`config.mk`:
```
export PLATFORM = sky130hd
export DESIGN_NAME = sad_trigger_top
export DESIGN_NICKNAME = d
export VERILOG_FILES = /design/src/hdl/sad_pkg.sv /design/src/hdl/sad_reg_if.sv /design/src/hdl/sad_registers.sv /design/src/hdl/sad_sample_counter.sv /design/src/hdl/sad_trigger_fsm.sv /design/src/hdl/sad_trigger_top.sv /design/src/hdl/sad_window_engine.sv /design/src/hdl/usb_reg_port.sv
export SDC_FILE = /design/constraint.sdc
export NUM_CORES = 1
export LEC_CHECK = 0
export ABC_AREA = 1
export BUFFER_PORTS_ARGS = -buffer_cell sky130_fd_sc_hd__clkbuf_2
export CAP_MARGIN = 20
export CORE_ASPECT_RATIO = 0.7
export CORE_MARGIN = 5
export CORE_UTILIZATION = 25
export CTS_CLUSTER_SIZE = 14
export DETAILED_ROUTE_END_ITERATION = 10
export GPL_ROUTABILITY_DRIVEN = 0
export PLACE_DENSITY = 0.5
export SYNTH_ARGS = -nofsm -noshare
export SYNTH_HDL_FRONTEND = slang
export SYNTH_SLANG_ARGS = --single-unit
```
`constraint.sdc`:
```
create_clock -name clk_usb -period 9.11 [get_ports clk_usb]
set_input_delay 0.911 -clock clk_usb [delete_from_list [all_inputs] [get_ports clk_usb]]
set_output_delay 0.911 -clock clk_usb [all_outputs]
set_load 0.01 [all_outputs]
```
`src/hdl/sad_pkg.sv`:
```
`default_nettype none

package sad_pkg;

   // sizes
   localparam int SAD_REF_SAMPLES  = 8;
   localparam int SAD_SAMPLE_BITS  = 12;
   localparam int SAD_SUM_BITS     = 15;                   // 8 x 4095 fits
   localparam int SAD_INDEX_BITS   = 16;
   localparam int SAD_BYTECNT_BITS = 7;
   localparam int SAD_REF_BYTES    = 2 * SAD_REF_SAMPLES;  // low byte + high nibble each

   // register map, all registers 8 bits wide on the bus
   localparam logic [7:0] REG_CTRL       = 8'h00;  // wr bit0 arms, rd state code
   localparam logic [7:0] REG_THRESHOLD  = 8'h01;  // two bytes, low first
   localparam logic [7:0] REG_REFERENCE  = 8'h02;  // sample i at bytes 2i, 2i+1
   localparam logic [7:0] REG_TRIG_INDEX = 8'h03;  // read only
   localparam logic [7:0] REG_TRIG_SAD   = 8'h04;  // read only

   typedef enum logic [1:0] {
      ST_IDLE   = 2'd0,
      ST_FILL   = 2'd1,
      ST_SEARCH = 2'd2,
      ST_DONE   = 2'd3
   } sad_state_e;

   typedef logic [SAD_SAMPLE_BITS-1:0] sad_sample_t;
   typedef logic [SAD_SUM_BITS-1:0]    sad_sum_t;
   typedef logic [SAD_INDEX_BITS-1:0]  sad_index_t;

   // entry 0 is the oldest sample, entry 7 the newest
   typedef logic [SAD_REF_SAMPLES-1:0][SAD_SAMPLE_BITS-1:0] sad_ref_array_t;

endpackage

`default_nettype wire

```
`src/hdl/sad_reg_if.sv`:
```
`timescale 1ns/1ps
`default_nettype none

interface sad_reg_if;
   import sad_pkg::*;

   logic [7:0]                  reg_address;  // latched in the address phase
   logic [SAD_BYTECNT_BITS-1:0] reg_bytecnt;  // byte within the register
   logic [7:0]                  reg_wdata;
   logic                        reg_write;    // one cycle
   logic                        reg_read;     // one cycle
   logic [7:0]                  reg_rdata;    // back towards the host

   modport port_side (
      output reg_address, reg_bytecnt, reg_wdata, reg_write, reg_read,
      input  reg_rdata
   );

   modport reg_side (
      input  reg_address, reg_bytecnt, reg_wdata, reg_write, reg_read,
      output reg_rdata
   );

endinterface

`default_nettype wire

```
`src/hdl/sad_registers.sv`:
```
`timescale 1ns/1ps
`default_nettype none

module sad_registers (
   input  wire                       clk_usb,
   input  wire                       rst_n,
   sad_reg_if.reg_side               bus,
   output sad_pkg::sad_sum_t         threshold,
   output sad_pkg::sad_ref_array_t   ref_samples,
   output logic                      arm,
   input  wire sad_pkg::sad_state_e  state,
   input  wire sad_pkg::sad_index_t  trig_index,
   input  wire sad_pkg::sad_sum_t    trig_sad
);
   import sad_pkg::*;

   localparam int REF_IDX_BITS = $clog2(SAD_REF_SAMPLES);

   logic [REF_IDX_BITS-1:0] ref_idx;  // sample addressed by the byte count
   logic                    ref_hi;   // odd byte holds the high nibble
   logic                    in_ref;

   // two-byte registers, low byte first
   function automatic logic [7:0] pick_byte(input logic [15:0] value,
                                            input logic [SAD_BYTECNT_BITS-1:0] cnt);
      logic [7:0] b;
      b = '0;
      if (cnt == SAD_BYTECNT_BITS'(0)) begin
         b = value[7:0];
      end else if (cnt == SAD_BYTECNT_BITS'(1)) begin
         b = value[15:8];
      end
      return b;
   endfunction

   assign ref_idx = bus.reg_bytecnt[REF_IDX_BITS:1];
   assign ref_hi  = bus.reg_bytecnt[0];
   assign in_ref  = bus.reg_bytecnt < SAD_BYTECNT_BITS'(SAD_REF_BYTES);

   always_ff @(posedge clk_usb) begin
      if (bus.reg_write) begin
         case (bus.reg_address)
            REG_THRESHOLD: begin
               if (bus.reg_bytecnt == SAD_BYTECNT_BITS'(0)) begin
                  threshold[7:0] <= bus.reg_wdata;
               end else if (bus.reg_bytecnt == SAD_BYTECNT_BITS'(1)) begin
                  threshold[SAD_SUM_BITS-1:8] <= bus.reg_wdata[SAD_SUM_BITS-9:0];
               end
            end
            REG_REFERENCE: begin
               if (in_ref && ref_hi) begin
                  ref_samples[ref_idx][SAD_SAMPLE_BITS-1:8] <=
                     bus.reg_wdata[SAD_SAMPLE_BITS-9:0];
               end else if (in_ref) begin
                  ref_samples[ref_idx][7:0] <= bus.reg_wdata;
               end
            end
            default: ;  // read-only or unmapped
         endcase
      end
   end

   always_ff @(posedge clk_usb or negedge rst_n) begin
      if (!rst_n) begin
         arm <= 1'b0;
      end else begin
         arm <= bus.reg_write && (bus.reg_address == REG_CTRL) &&
                (bus.reg_bytecnt == '0) && bus.reg_wdata[0];
      end
   end

   // readback mux
   always_comb begin
      bus.reg_rdata = '0;
      case (bus.reg_address)
         REG_CTRL: begin
            if (bus.reg_bytecnt == '0) begin
               bus.reg_rdata = 8'(state);
            end
         end
         REG_THRESHOLD:  bus.reg_rdata = pick_byte(16'(threshold), bus.reg_bytecnt);
         REG_REFERENCE: begin
            if (in_ref) begin
               bus.reg_rdata = ref_hi ? 8'(ref_samples[ref_idx][SAD_SAMPLE_BITS-1:8])
                                      : ref_samples[ref_idx][7:0];
            end
         end
         REG_TRIG_INDEX: bus.reg_rdata = pick_byte(16'(trig_index), bus.reg_bytecnt);
         REG_TRIG_SAD:   bus.reg_rdata = pick_byte(16'(trig_sad), bus.reg_bytecnt);
         default:        bus.reg_rdata = '0;
      endcase
   end

endmodule

`default_nettype wire

```
`src/hdl/sad_sample_counter.sv`:
```
`timescale 1ns/1ps
`default_nettype none

module sad_sample_counter (
   input  wire                 clk_usb,
   input  wire                 rst_n,
   input  wire                 clear,
   input  wire                 adc_valid,
   output sad_pkg::sad_index_t sample_count,
   output logic                window_full
);
   import sad_pkg::*;

   always_ff @(posedge clk_usb or negedge rst_n) begin
      if (!rst_n) begin
         sample_count <= '0;
      end else if (clear) begin
         sample_count <= '0;
      end else if (adc_valid && (sample_count != '1)) begin
         sample_count <= sample_count + 1'b1;  // saturates at max
      end
   end

   // enough samples since arming to fill the window
   assign window_full = sample_count >= SAD_INDEX_BITS'(SAD_REF_SAMPLES);

endmodule

`default_nettype wire

```
`src/hdl/sad_trigger_fsm.sv`:
```
`timescale 1ns/1ps
`default_nettype none

module sad_trigger_fsm (
   input  wire                      clk_usb,
   input  wire                      rst_n,
   input  wire                      arm,
   input  wire                      window_full,
   input  wire sad_pkg::sad_index_t sample_count,
   input  wire sad_pkg::sad_sum_t   sad_value,
   input  wire                      sad_match,
   input  wire                      sad_valid,
   input  wire                      armed_and_ready,
   output sad_pkg::sad_state_e      state,
   output logic                     counter_clear,
   output logic                     trigger,
   output sad_pkg::sad_index_t      trig_index,
   output sad_pkg::sad_sum_t        trig_sad
);
   import sad_pkg::*;

   logic fire;

   // arming wins over a match in the same cycle
   assign fire = (state == ST_SEARCH) && sad_valid && sad_match &&
                 armed_and_ready && !arm;

   assign counter_clear = arm;  // count restarts as FILL is entered

   always_ff @(posedge clk_usb or negedge rst_n) begin
      if (!rst_n) begin
         state   <= ST_IDLE;
         trigger <= 1'b0;
      end else begin
         trigger <= fire;  // single shot
         if (arm) begin
            state <= ST_FILL;
         end else begin
            case (state)
               ST_FILL:   if (window_full) state <= ST_SEARCH;
               ST_SEARCH: if (fire) state <= ST_DONE;
               default:   ;  // idle and done wait for arm
            endcase
         end
      end
   end

   always_ff @(posedge clk_usb) begin
      if (fire) begin
         trig_index <= sample_count - 1'b1;  // counter already past this sample
         trig_sad   <= sad_value;
      end
   end

   a_trigger_on_done: assert property (@(posedge clk_usb) disable iff (!rst_n)
      trigger |-> (state == ST_DONE) && ($past(state) == ST_SEARCH));

endmodule

`default_nettype wire

```
`src/hdl/sad_trigger_top.sv`:
```
`timescale 1ns/1ps
`default_nettype none

module sad_trigger_top (
   input  wire                       clk_usb,
   input  wire                       rst_n,
   input  wire  [7:0]                usb_addr,
   input  wire  [7:0]                usb_din,
   output wire  [7:0]                usb_dout,
   output wire                       usb_isout,
   input  wire                       usb_cen,
   input  wire                       usb_alen,
   input  wire                       usb_wrn,
   input  wire                       usb_rdn,
   input  wire sad_pkg::sad_sample_t adc_data,
   input  wire                       adc_valid,
   input  wire                       armed_and_ready,
   output wire                       trigger
);
   import sad_pkg::*;

   sad_sum_t       threshold;
   sad_ref_array_t ref_samples;
   logic           arm;
   sad_state_e     state;
   sad_index_t     trig_index;
   sad_sum_t       trig_sad;
   logic           counter_clear;
   sad_index_t     sample_count;
   logic           window_full;
   sad_sum_t       sad_value;
   logic           sad_match;
   logic           sad_valid;

   sad_reg_if reg_bus ();

   usb_reg_port usb_reg_port_inst (
      .clk_usb   (clk_usb),
      .rst_n     (rst_n),
      .usb_addr  (usb_addr),
      .usb_din   (usb_din),
      .usb_cen   (usb_cen),
      .usb_alen  (usb_alen),
      .usb_wrn   (usb_wrn),
      .usb_rdn   (usb_rdn),
      .usb_dout  (usb_dout),
      .usb_isout (usb_isout),
      .bus       (reg_bus)
   );

   sad_registers sad_registers_inst (
      .clk_usb     (clk_usb),
      .rst_n       (rst_n),
      .bus         (reg_bus),
      .threshold   (threshold),
      .ref_samples (ref_samples),
      .arm         (arm),
      .state       (state),
      .trig_index  (trig_index),
      .trig_sad    (trig_sad)
   );

   sad_trigger_fsm sad_trigger_fsm_inst (
      .clk_usb         (clk_usb),
      .rst_n           (rst_n),
      .arm             (arm),
      .window_full     (window_full),
      .sample_count    (sample_count),
      .sad_value       (sad_value),
      .sad_match       (sad_match),
      .sad_valid       (sad_valid),
      .armed_and_ready (armed_and_ready),
      .state           (state),
      .counter_clear   (counter_clear),
      .trigger         (trigger),
      .trig_index      (trig_index),
      .trig_sad        (trig_sad)
   );

   sad_sample_counter sad_sample_counter_inst (
      .clk_usb      (clk_usb),
      .rst_n        (rst_n),
      .clear        (counter_clear),
      .adc_valid    (adc_valid),
      .sample_count (sample_count),
      .window_full  (window_full)
   );

   sad_window_engine sad_window_engine_inst (
      .clk_usb     (clk_usb),
      .rst_n       (rst_n),
      .adc_data    (adc_data),
      .adc_valid   (adc_valid),
      .ref_samples (ref_samples),
      .threshold   (threshold),
      .sad_value   (sad_value),
      .sad_match   (sad_match),
      .sad_valid   (sad_valid)
   );

endmodule

`default_nettype wire

```
`src/hdl/sad_window_engine.sv`:
```
`timescale 1ns/1ps
`default_nettype none

module sad_window_engine (
   input  wire                          clk_usb,
   input  wire                          rst_n,
   input  wire sad_pkg::sad_sample_t    adc_data,
   input  wire                          adc_valid,
   input  wire sad_pkg::sad_ref_array_t ref_samples,
   input  wire sad_pkg::sad_sum_t       threshold,
   output sad_pkg::sad_sum_t            sad_value,
   output logic                         sad_match,
   output logic                         sad_valid
);
   import sad_pkg::*;

   sad_ref_array_t window;   // [0] oldest .. [7] newest
   sad_sum_t       sad_sum;
   logic           valid_q;  // window updated last edge

   function automatic sad_sample_t abs_diff(input sad_sample_t a, input sad_sample_t b);
      return (a > b) ? a - b : b - a;
   endfunction

   always_ff @(posedge clk_usb) begin
      if (adc_valid) begin
         window <= {adc_data, window[SAD_REF_SAMPLES-1:1]};  // oldest drops out
      end
   end

   always_comb begin
      sad_sum = '0;
      for (int i = 0; i < SAD_REF_SAMPLES; i++) begin
         sad_sum = sad_sum + SAD_SUM_BITS'(abs_diff(window[i], ref_samples[i]));
      end
   end

   always_ff @(posedge clk_usb or negedge rst_n) begin
      if (!rst_n) begin
         valid_q   <= 1'b0;
         sad_valid <= 1'b0;
      end else begin
         valid_q   <= adc_valid;
         sad_valid <= valid_q;
      end
   end

   always_ff @(posedge clk_usb) begin
      if (valid_q) begin
         sad_value <= sad_sum;
         sad_match <= sad_sum <= threshold;  // match at or below
      end
   end

   // adder tree and compare need the gap between samples
   a_sample_spacing: assert property (@(posedge clk_usb) disable iff (!rst_n)
      adc_valid |=> !adc_valid [*3]);

endmodule

`default_nettype wire

```
`src/hdl/usb_reg_port.sv`:
```
`timescale 1ns/1ps
`default_nettype none

module usb_reg_port (
   input  wire          clk_usb,
   input  wire          rst_n,
   input  wire  [7:0]   usb_addr,
   input  wire  [7:0]   usb_din,
   input  wire          usb_cen,
   input  wire          usb_alen,
   input  wire          usb_wrn,
   input  wire          usb_rdn,
   output logic [7:0]   usb_dout,
   output logic         usb_isout,
   sad_reg_if.port_side bus
);

   logic wrn_q;
   logic rdn_q;
   logic sel;
   logic wr_rise;
   logic rd_fall;
   logic rd_rise;

   assign sel     = ~usb_cen;
   assign wr_rise = usb_wrn & ~wrn_q & sel;   // write ends on wrn rising
   assign rd_fall = ~usb_rdn & rdn_q & sel;
   assign rd_rise = usb_rdn & ~rdn_q & sel;   // read cycle finished

   always_ff @(posedge clk_usb or negedge rst_n) begin
      if (!rst_n) begin
         wrn_q         <= 1'b1;
         rdn_q         <= 1'b1;
         bus.reg_write <= 1'b0;
         bus.reg_read  <= 1'b0;
         usb_isout     <= 1'b0;
      end else begin
         wrn_q         <= usb_wrn;
         rdn_q         <= usb_rdn;
         bus.reg_write <= wr_rise;
         bus.reg_read  <= rd_fall;
         usb_isout     <= ~usb_rdn;  // drive the pins while rdn low
      end
   end

   // address phase restarts the byte count
   always_ff @(posedge clk_usb or negedge rst_n) begin
      if (!rst_n) begin
         bus.reg_address <= '0;
         bus.reg_bytecnt <= '0;
      end else if (!usb_alen && sel) begin
         bus.reg_address <= usb_addr;
         bus.reg_bytecnt <= '0;
      end else if (bus.reg_write || rd_rise) begin
         bus.reg_bytecnt <= bus.reg_bytecnt + 1'b1;  // after the write pulse
      end
   end

   always_ff @(posedge clk_usb) begin
      if (wr_rise) begin
         bus.reg_wdata <= usb_din;
      end
   end

   always_ff @(posedge clk_usb or negedge rst_n) begin
      if (!rst_n) begin
         usb_dout <= '0;
      end else if (bus.reg_read) begin
         usb_dout <= bus.reg_rdata;  // valid two cycles after rdn falls
      end
   end

   a_single_access: assert property (@(posedge clk_usb) disable iff (!rst_n)
      !(bus.reg_write && bus.reg_read));

endmodule

`default_nettype wire

```
# == Word level (Yosys, flattened, before mapping) ==
# Index checks and enable logic that the tools add are counted.
# totals
n_memories,0
latch_bits,0
word_cells,157
output_inout_bits,10
rom_bits,0
register_bits,312
ram_bits,0
# classes
bitwise,11
reduce_logical,24
n_eq_ne,10
n_shift,0
magnitude_cmp,13
mul,0
add_sub_neg,26
n_div,0
n_mux,36
# op_table
operator,count
$bwmux W96,2
$mux W96,2
$sub A12 B12 Y12,16
$mux W12,10
$gt A12 B12 Y1,8
$add A15 B12 Y15,6
$demux W12 S3,2
$mux W8,7
$pmux W8 S5,1
$bmux W12 S3,1
$mux W16,2
$mux W7,4
$add A16 B1 Y16 const B,1
$eq A8 B2 Y1 const B,2
$ge A16 B4 Y1 const B,1
$ne A16 B16 Y1 const B,1
$sub A16 B1 Y16 const B,1
$le A15 B15 Y1,1
$add A12 B12 Y13,1
$logic_and A1 B1 Y1,11
$reduce_and A3 Y1,3
$eq A8 B1 Y1 const B,1
$eq A8 B3 Y1 const B,1
$logic_not A8 Y1,1
other kinds (18),34

# == Longest topological paths before layout ==
# Gate-level depths: netlist (run 1).
# logic_depth
word_depth,10
ltp_mapped,44
depth_no_buf,43

# == Modules after synthesis ==
# A second synthesis (run 1) with hierarchy kept.
# hier_totals
hier_cells,3708
hier_area_um2,27477.6
# by_module_without_submodules
module,cells_each,area_per_inst_um2,instances
sad_window_engine,2596,17799.6,1
sad_registers,711,5789.3,1
sad_trigger_fsm,132,1460.2,1
usb_reg_port,118,1397.6,1
sad_sample_counter,151,1031.0,1

# == Worst setup path before layout (run 1) ==
# Ideal clock, no wire load.
# synth_timing
kind,reg2reg
start,reg sad_window_engine_inst.window[12] (netlist bit)
end,"reg sad_window_engine_inst.sad_match, data pin"
period_less_slack_ps,7021
arrival_time_ps,6768
path_slack_ps,2089
path_stages_with_launch,42
setup_ps,253
path_cell_list,edfxtp_1 inv_1 ha_1 inv_1 fa_1 nand3_1 nand2_1 nand3_1 nand4_1 nand2_1 buf_2 nand2_1 nand2_1 inv_1 ha_1 a21oi_1 o21ai_0 a21oi_1 [6 not listed] fa_1 inv_1 fa_1 inv_1 ha_1 a21o_1 a21oi_1 nand3_1 nand2_1 inv_1 o21bai_1 nand2_1 ha_1 nand4_1 nor3_1 nand2_1 nand3_1 nand2_1
# synth_between
elab_chain_len,10
elab_cells_between_ends,12
# synth_lines
item,line,text
"start, declared",sad_window_engine.sv:17,sad_ref_array_t window;
"start signal, assigned",sad_window_engine.sv:27,"window <= {adc_data, window[SAD_REF_SAMPLES-1:1]};"
$sub A12 B12 Y12 or $gt A12 B12 Y1 (tied branches),sad_window_engine.sv:22,return (a > b) ? a - b : b - a;
$mux W12 *,sad_window_engine.sv:22,
$add A12 B12 Y13 *,sad_window_engine.sv:34,"sad_sum = sad_sum + SAD_SUM_BITS'(abs_diff(window[i], ref_samples[i]));"
$add A15 B12 Y15 * (6 in a row),sad_window_engine.sv:34,
named net sad_window_engine_inst.sad_sum[14],sad_window_engine.sv:18,sad_sum_t sad_sum;
$le A15 B15 Y1 *,sad_window_engine.sv:51,sad_match <= sad_sum <= threshold;
"end signal, assigned",sad_window_engine.sv:51,
"end, declared",sad_window_engine.sv:12,"output logic sad_match,"
# Mark *: on every way through the listed nets, which the timed path passes. The rest lies on a longest branch.
# A chain may end at the register's enable or synchronous reset.

# == Worst setup path after layout (run 1) ==
# layout_timing
start,reg sad_window_engine_inst.window[14] (netlist bit)
end,"reg sad_window_engine_inst.sad_match, data pin"
# Same word-level chain as after synthesis.

==> summary.txt, run 1 <==
Drt
  • Mean number of vias per cell: 4.59
  • Final ANT Viol Nets: 0
  • Vias: 22.5k
  • Router iterations before antenna repair: 6
  • Drt total wl: 90,700 um
  • Iter 0 DRT Violations: 2,162
  • Remaining DRCs: 0
  • DR WL/cell: 18.5 um

Floorplan
  • Ports: 46
  • Die height: 281 um
  • Die Wd: 398 um
  • Core footprint: 104,000 um2
  • Initial Util: 25.2%
  • Die footprint: 112,000 um2
  • # rows: 99

Timing
  • Final setup fails: 0
  • Fin crit share: 92.4%
  • Post-layout min period: 8.42 ns
  • RSZ-0062 raised after global routing: false
  • Slack of the critical path: 0.693 ns
  • Clk_skew: 0.0353 ns
  • Slew headroom: 27.2%
  • Final Hold Fails: 0
  • Tightest Pin Transition: 1.09 ns
  • Final Max Slew Viols: 0
  • FMAX: 119 MHz
  • Setup Total Neg Slack: 0 ns

Synth
  • Post-Syn Area: 26,300 um2
  • Synth Net Count: 3,787
  • Synth area leader: edfxtp_1
  • Sequential fraction of the synthesis area: 34.7%
  • Mean post-synth cell area: 7.64 um2
  • Most frequent cells after synthesis: nand2_1, inv_1, nor2_1
  • Synth async-reset ratio: 16.0%
  • Synth area leaders: edfxtp_1, nand2_1, ha_1
  • Count leader, synth: nand2_1
  • EDFF count, synth: 262
  • Most used DFF post-synth: edfxtp_1
  • Yosys top cell area share: 29.9%
  • Ys Warns: 0
  • Yosys reg bits: 312
  • Number of library cell types mapped by synthesis: 48
  • Instance count of the mapped netlist: 3,440

Clock tree
  • Clock sinks: 312
  • Skew-Pair Late Insertion Delay: 0.60 ns
  • TritonCTS clock tree: done
  • CTS Buf Count: 37
  • Clock buffer depth: 3
  • Clock Pin Slew Worst Setup and Hold Paths: 0.07 ns
  • Hold Buf Count CTS: 0
  • Post CTS Setup Buffer Count: 0
  • H-tree Lvls: 2
  • Root Buffer: clkbuf_16

Place
  • Port buffer count: 45
  • Detailed placement HPWL: 73,200 um
  • DP Worst Slack: 0.742 ns

Layout
  • Syn-to-layout area delta: 11.3%
  • Number of diodes: 0
  • Layout cells sized above 1: 5.17%
  • Final net count: 3,818

Global routing
  • Tot GR Track Use: 15.9%
  • First-pass GRT wire length: 134,000 um
  • Vias in the first global route: 21.2k
  • Initial antenna violation count: 2
  • Gr ovfl total: 0
  • Largest net degree at the start of global routing: 61

Power
  • Pwr Density: 327 nW/um2
  • Peak supply drop: 0.000785 V
  • Final Power: 9.57 mW
  • Leakage power: 14.2 nW

Run
  • Max-capacitance violation count: 0

Critical path
  • Crit Path Max Fanout: 12
  • CP Launch Type: flip-flop
  • Worst path arrival time: 8.78 ns
  • Largest stage delay, worst path: 0.56 ns
  • Worst setup EP type: flip-flop
  • Most frequent CP cell: nand2_1
  • CP max stage cell: fa_1
  • WS Path Type: reg -> reg
  • CP required: 9.47 ns

Worst hold path
  • Hold WC Path Type: in -> reg

Status
  • Status: complete, no violations
==> area by class of cell <==
type	count	area, um2
fillers	11491	75000
multi-input cells	2418	14400
flip-flops and latches	312	9120
inverters	646	2440
well taps	1414	1770
clock buffers	46	980
repair buffers	56	308
clock inverters	22	259
==> path summary, 6_finish.rpt <==
kind,startpoint,end,slack (ns),cells past startpoint
worst min register to register,sad_window_engine_inst.sad_value[10],sad_trigger_fsm_inst.trig_sad[10],0.42,0
worst max-delay path,sad_window_engine_inst.window[14],sad_window_engine_inst.sad_match,0.69,35
worst min-delay path,usb_wrn,usb_reg_port_inst.wrn_q,0.41,1
worst max register to register,sad_window_engine_inst.window[14],sad_window_engine_inst.sad_match,0.69,35
min in group asynchronous,rst_n,usb_reg_port_inst.bus.reg_address[7],0.44,2
max in group asynchronous,rst_n,usb_reg_port_inst.bus.reg_bytecnt[1],8.19,2
==> critical path, delay by kind of cell, from the launching register on <==
kind,cells,cell delay (ns)
XOR/XNOR,2,0.54
AO/OA/AOI/OAI,7,1.26
adder cells (fa/ha/maj),8,3.58
buffers and inverters,5,0.49
AND/OR/NAND/NOR,13,1.85
flip-flops,1,0.46
==> report_power, final <==
part	internal [mW]	switching [mW]	total, mW
clock	0.869	0.688	1.56
sequential	1.92	0.0951	2.01
combinational	2.17	3.83	6.00
total	4.95	4.61	9.57
==> placed cells by master (no fill, tap or decap), types with 20 or more instances in the layout <==
cell       synthesis  final
a21oi_1          177    177
clkbuf_16          0     37
clkbuf_2          10     44
dfrtp_1           48     47
edfxtp_1         262    262
fa_1              75     75
ha_1             236    236
inv_1            632    632
nand2_1          962    962
nand3_1          160    160
nand4_1           56     56
nor2_1           293    293
nor3_1            29     28
o21ai_0          165    165
xnor2_1           21     20
xor2_1           129    127
==> cells by family (layout without fill, tap and decap cells) <==
kind of cell / after synthesis / after routing / share of synthesized area [%]
DFF: 312 / 312 / 34.7
buffers and inverters: 710 / 770 / 10.7
xor gates and xnor gates: 150 / 150 / 5.00
and+or+nand+nor: 1547 / 1547 / 24.3
adders and majority gates: 311 / 311 / 16.9
AOI/OAI and AO/OA: 410 / 410 / 8.36
==> state kept, by name (all words and copies together), names as in the netlist, 2 cells and up <==
signal                                count
sad_registers_inst.ref_samples           96
usb_reg_port_inst.bus.reg_wdata           8
sad_trigger_fsm_inst.state                2
sad_window_engine_inst.sad_value         15
sad_trigger_fsm_inst.trig_sad            15
usb_reg_port_inst.bus.reg_bytecnt         7
sad_window_engine_inst.window            96
sad_sample_counter_inst.sample_count     16
sad_trigger_fsm_inst.trig_index          16
sad_registers_inst.threshold             15
usb_reg_port_inst.bus.reg_address         8
usb_reg_port_inst.usb_dout                8
==> repair_timing <==
item	in CTS	in global routing
resized for setup	0	3
endpoints found under the hold margin	0	0
endpoints found under the setup margin	0	1
==> metal layers <==
layer	wire length, um	track usage [%]
met2	34400	21.4
met4	1310	2.65
met3	11000	6.20
met1	43900	24.1
met5	0	0
==> per-stage QoR <==
stage / utilization [%] / std cells / hold WS (ns) / instance area (um2)
2_1_floorplan: - / 3440 / 0.400 / 26300
3_3_place_gp: 26.8 / 4845 / 0.401 / 28000
3_5_place_dp: 26.9 / 4846 / 0.406 / 28000
4_1_cts: 28.0 / 4914 / 0.369 / 29200
5_1_grt: 28.1 / 4914 / 0.384 / 29300
6_report: 28.1 / 4914 / 0.408 / 29300
(Power assumes the default switching activity.)
==> run 2, diff against run 1 <==
--- a/config.mk
+++ b/config.mk
@@ -16,2 +16,3 @@
 export GPL_ROUTABILITY_DRIVEN = 0
+export MAX_ROUTING_LAYER = met4
 export PLACE_DENSITY = 0.5
==> constraint.sdc (replaced) <==
create_clock -name clk_usb -period 9.11 [get_ports clk_usb]
set_input_delay 1.822 -clock clk_usb [delete_from_list [all_inputs] [get_ports clk_usb]]
set_output_delay 1.822 -clock clk_usb [all_outputs]
set_load 0.01 [all_outputs]
==> summary.txt, run 2 (same netlist as run 1, synthesis figures left out) <==
Drt
  • Vias: 22.4k (-0.71%)
  • Remaining DRCs: 0 (unchanged)
  • Mean number of vias per cell: 4.56 (-0.71%)
  • Router iterations before antenna repair: 7 (+1)
  • DR WL/cell: 18.4 um (about the same)
  • Drt total wl: 90,600 um (about the same)
  • Iter 0 DRT Violations: 2,329 (+7.7%)
  • Final ANT Viol Nets: 0 (unchanged)

Critical path
  • CP top delay family: adder cells
  • R2r worst-path depth: 35 (unchanged)
  • R2r endpoint: sad_window_engine_inst.sad_match
  • Crit Path Max Fanout: 12 (unchanged)
  • Largest stage delay, worst path: 0.56 ns (about the same)
  • Worst path arrival time: 8.75 ns (-0.03 ns)
  • Worst R2R Setup Slack: 0.73 ns (+0.03 ns)
  • Setup crit start: sad_window_engine_inst.window[14]
  • CP bufs+invs: 5 (unchanged)
  • WS Path Type: reg -> reg
  • CP Launch Type: flip-flop
  • CP required: 9.47 ns (about the same)
  • Worst setup endpoint: sad_window_engine_inst.sad_match
  • Crit. path cell count: 35 (unchanged)
  • Worst setup EP type: flip-flop
  • Most frequent CP cell: nand2_1
  • CP max stage cell: fa_1
  • Reg-to-Reg Start: sad_window_engine_inst.window[14]

Timing
  • RSZ-0062 raised after global routing: false
  • Final Max Slew Viols: 0 (unchanged)
  • Clk_skew: 0.0350 ns (-0.000290 ns)
  • FMAX: 119 MHz (+0.39%)
  • Final setup fails: 0 (unchanged)
  • Post-layout min period: 8.38 ns (-0.0326 ns)
  • Final Hold Fails: 0 (unchanged)
  • Setup Total Neg Slack: 0 ns (unchanged)
  • Tightest Pin Transition: 1.08 ns (-0.0110 ns)
  • Slew headroom: 27.9% (+0.73 points)
  • Fin crit share: 92.0% (-0.36 points)

Layout
  • Biggest regs: sad_registers_inst.ref_samples: 96 flops, sad_window_engine_inst.window: 96 flops
  • Syn-to-layout area delta: 11.3% (unchanged)
  • Final Util: 28.1% (unchanged)
  • Multi-input combinational cell area: 14,400 um2 (unchanged)
  • Number of diodes: 0 (unchanged)
  • Filler cells: 11.5k (unchanged)
  • Layout cells sized above 1: 5.17% (unchanged)
  • Register area: 9120 um2 (unchanged)
  • Commonest non-fill, non-tap cells in the layout: nand2_1, inv_1, nor2_1
  • Finished layout cell area: 29,300 um2 (unchanged)
  • Most common cell after layout, fill and taps aside: nand2_1
  • Final net count: 3,818 (unchanged)

Global routing
  • First-pass GRT wire length: 134,000 um (about the same)
  • Vias in the first global route: 21.2k (-0.019%)
  • Largest net degree at the start of global routing: 61 (unchanged)
  • Tot GR Track Use: 16.4% (+0.49 points)
  • Initial antenna violation count: 2 (unchanged)
  • Gr ovfl total: 0 (unchanged)

Place
  • Port buffer count: 45 (unchanged)
  • Post-DP Area: 28,000 um2 (unchanged)
  • Detailed placement HPWL: 73,200 um (unchanged)

Floorplan
  • Die footprint: 112,000 um2 (unchanged)
  • # rows: 99 (unchanged)
  • Core footprint: 104,000 um2 (unchanged)
  • Die height: 281 um (unchanged)
  • Initial Util: 25.2% (unchanged)
  • Die Wd: 398 um (unchanged)
  • Ports: 46 (unchanged)

Power
  • Pwr Density: 328 nW/um2 (+0.30%)
  • Sequential power share: 21.0% (about the same)
  • Comb power frac: 62.8% (about the same)
  • Peak supply drop: 0.000799 V (+1.8%)
  • Internal Power: 4.96 mW (+0.13%)
  • Psw: 4.63 mW (+0.49%)
  • Leakage power: 14.2 nW (unchanged)
  • Switch share: 48.3% (+0.089 points)
  • Clk pwr share: 16.2% (about the same)

Worst hold path
  • Min-delay src: sad_window_engine_inst.sad_value[10]
  • Hold WC Path Type: reg -> reg

Clock tree
  • Skew-Pair Late Insertion Delay: 0.60 ns (about the same)
  • Post CTS Setup Buffer Count: 0 (unchanged)
  • H-tree Lvls: 2 (unchanged)
  • Clock sinks: 312 (unchanged)
  • CTS Buf Count: 37 (unchanged)
  • Clock Pin Slew Worst Setup and Hold Paths: 0.07 ns (about the same)
  • TritonCTS clock tree: done
  • Post-CTS sizing: 0 (unchanged)
  • Clock buffer depth: 3 (unchanged)
  • Root Buffer: clkbuf_16
  • Hold Buf Count CTS: 0 (unchanged)

Status
  • Status: complete, no violations

Run
  • Max-capacitance violation count: 0 (unchanged)
[run 2: power groups by stage]
stage	Clock [mW]	Combinational, mW	Sequential (mW)
floorplan	0	4.40	1.98
global placement	0	5.90	2.04
detailed placement	0	5.90	2.04
CTS	1.60	5.93	2.01
global route	1.66	6.82	2.02
finish	1.55	6.03	2.01
[run 2: metrics by stage]
step	setup WS [ns]	total power, mW	instances	hold WS [ns]
after CTS	0.743	9.54	4914	0.422
after detailed placement	0.742	7.94	4846	0.406
after global placement	0.744	7.94	4845	0.401
after global routing	0.0714	10.5	4914	0.431
after floorplan	2.09	6.38	3440	0.400
final	0.725	9.59	4914	0.424
[run 2: cell type report]
cell class | count | area share (%)
multi-input combinational | 2418 | 49.2
sequential | 312 | 31.2
inverter | 646 | 8.33
tap | 1414 | 6.05
clock buffer | 46 | 3.35
timing repair buffer | 56 | 1.05
clock inverter | 22 | 0.885
[run 2: worst min path at each step]
stage	slack [ns]	depth (start not counted)	end
floorplan	0.40	0	sad_trigger_fsm_inst.trig_sad[0]
global placement	0.40	0	sad_trigger_fsm_inst.trig_sad[1]
detailed placement	0.41	0	sad_trigger_fsm_inst.trig_sad[1]
CTS	0.42	0	sad_trigger_fsm_inst.trig_sad[1]
global route	0.43	0	sad_trigger_fsm_inst.trig_sad[10]
finish	0.42	0	sad_trigger_fsm_inst.trig_sad[10]
[run 2: layer usage]
layer / wire length [um] / vias to the layer above / global-route usage, %
li1: - / 10933 / -
met1: 44300 / 10531 / 24.1
met2: 34300 / 833 / 21.4
met3: 10600 / 88 / 6.18
met4: 1420 / 0 / 2.65
met5: 0 / - / -
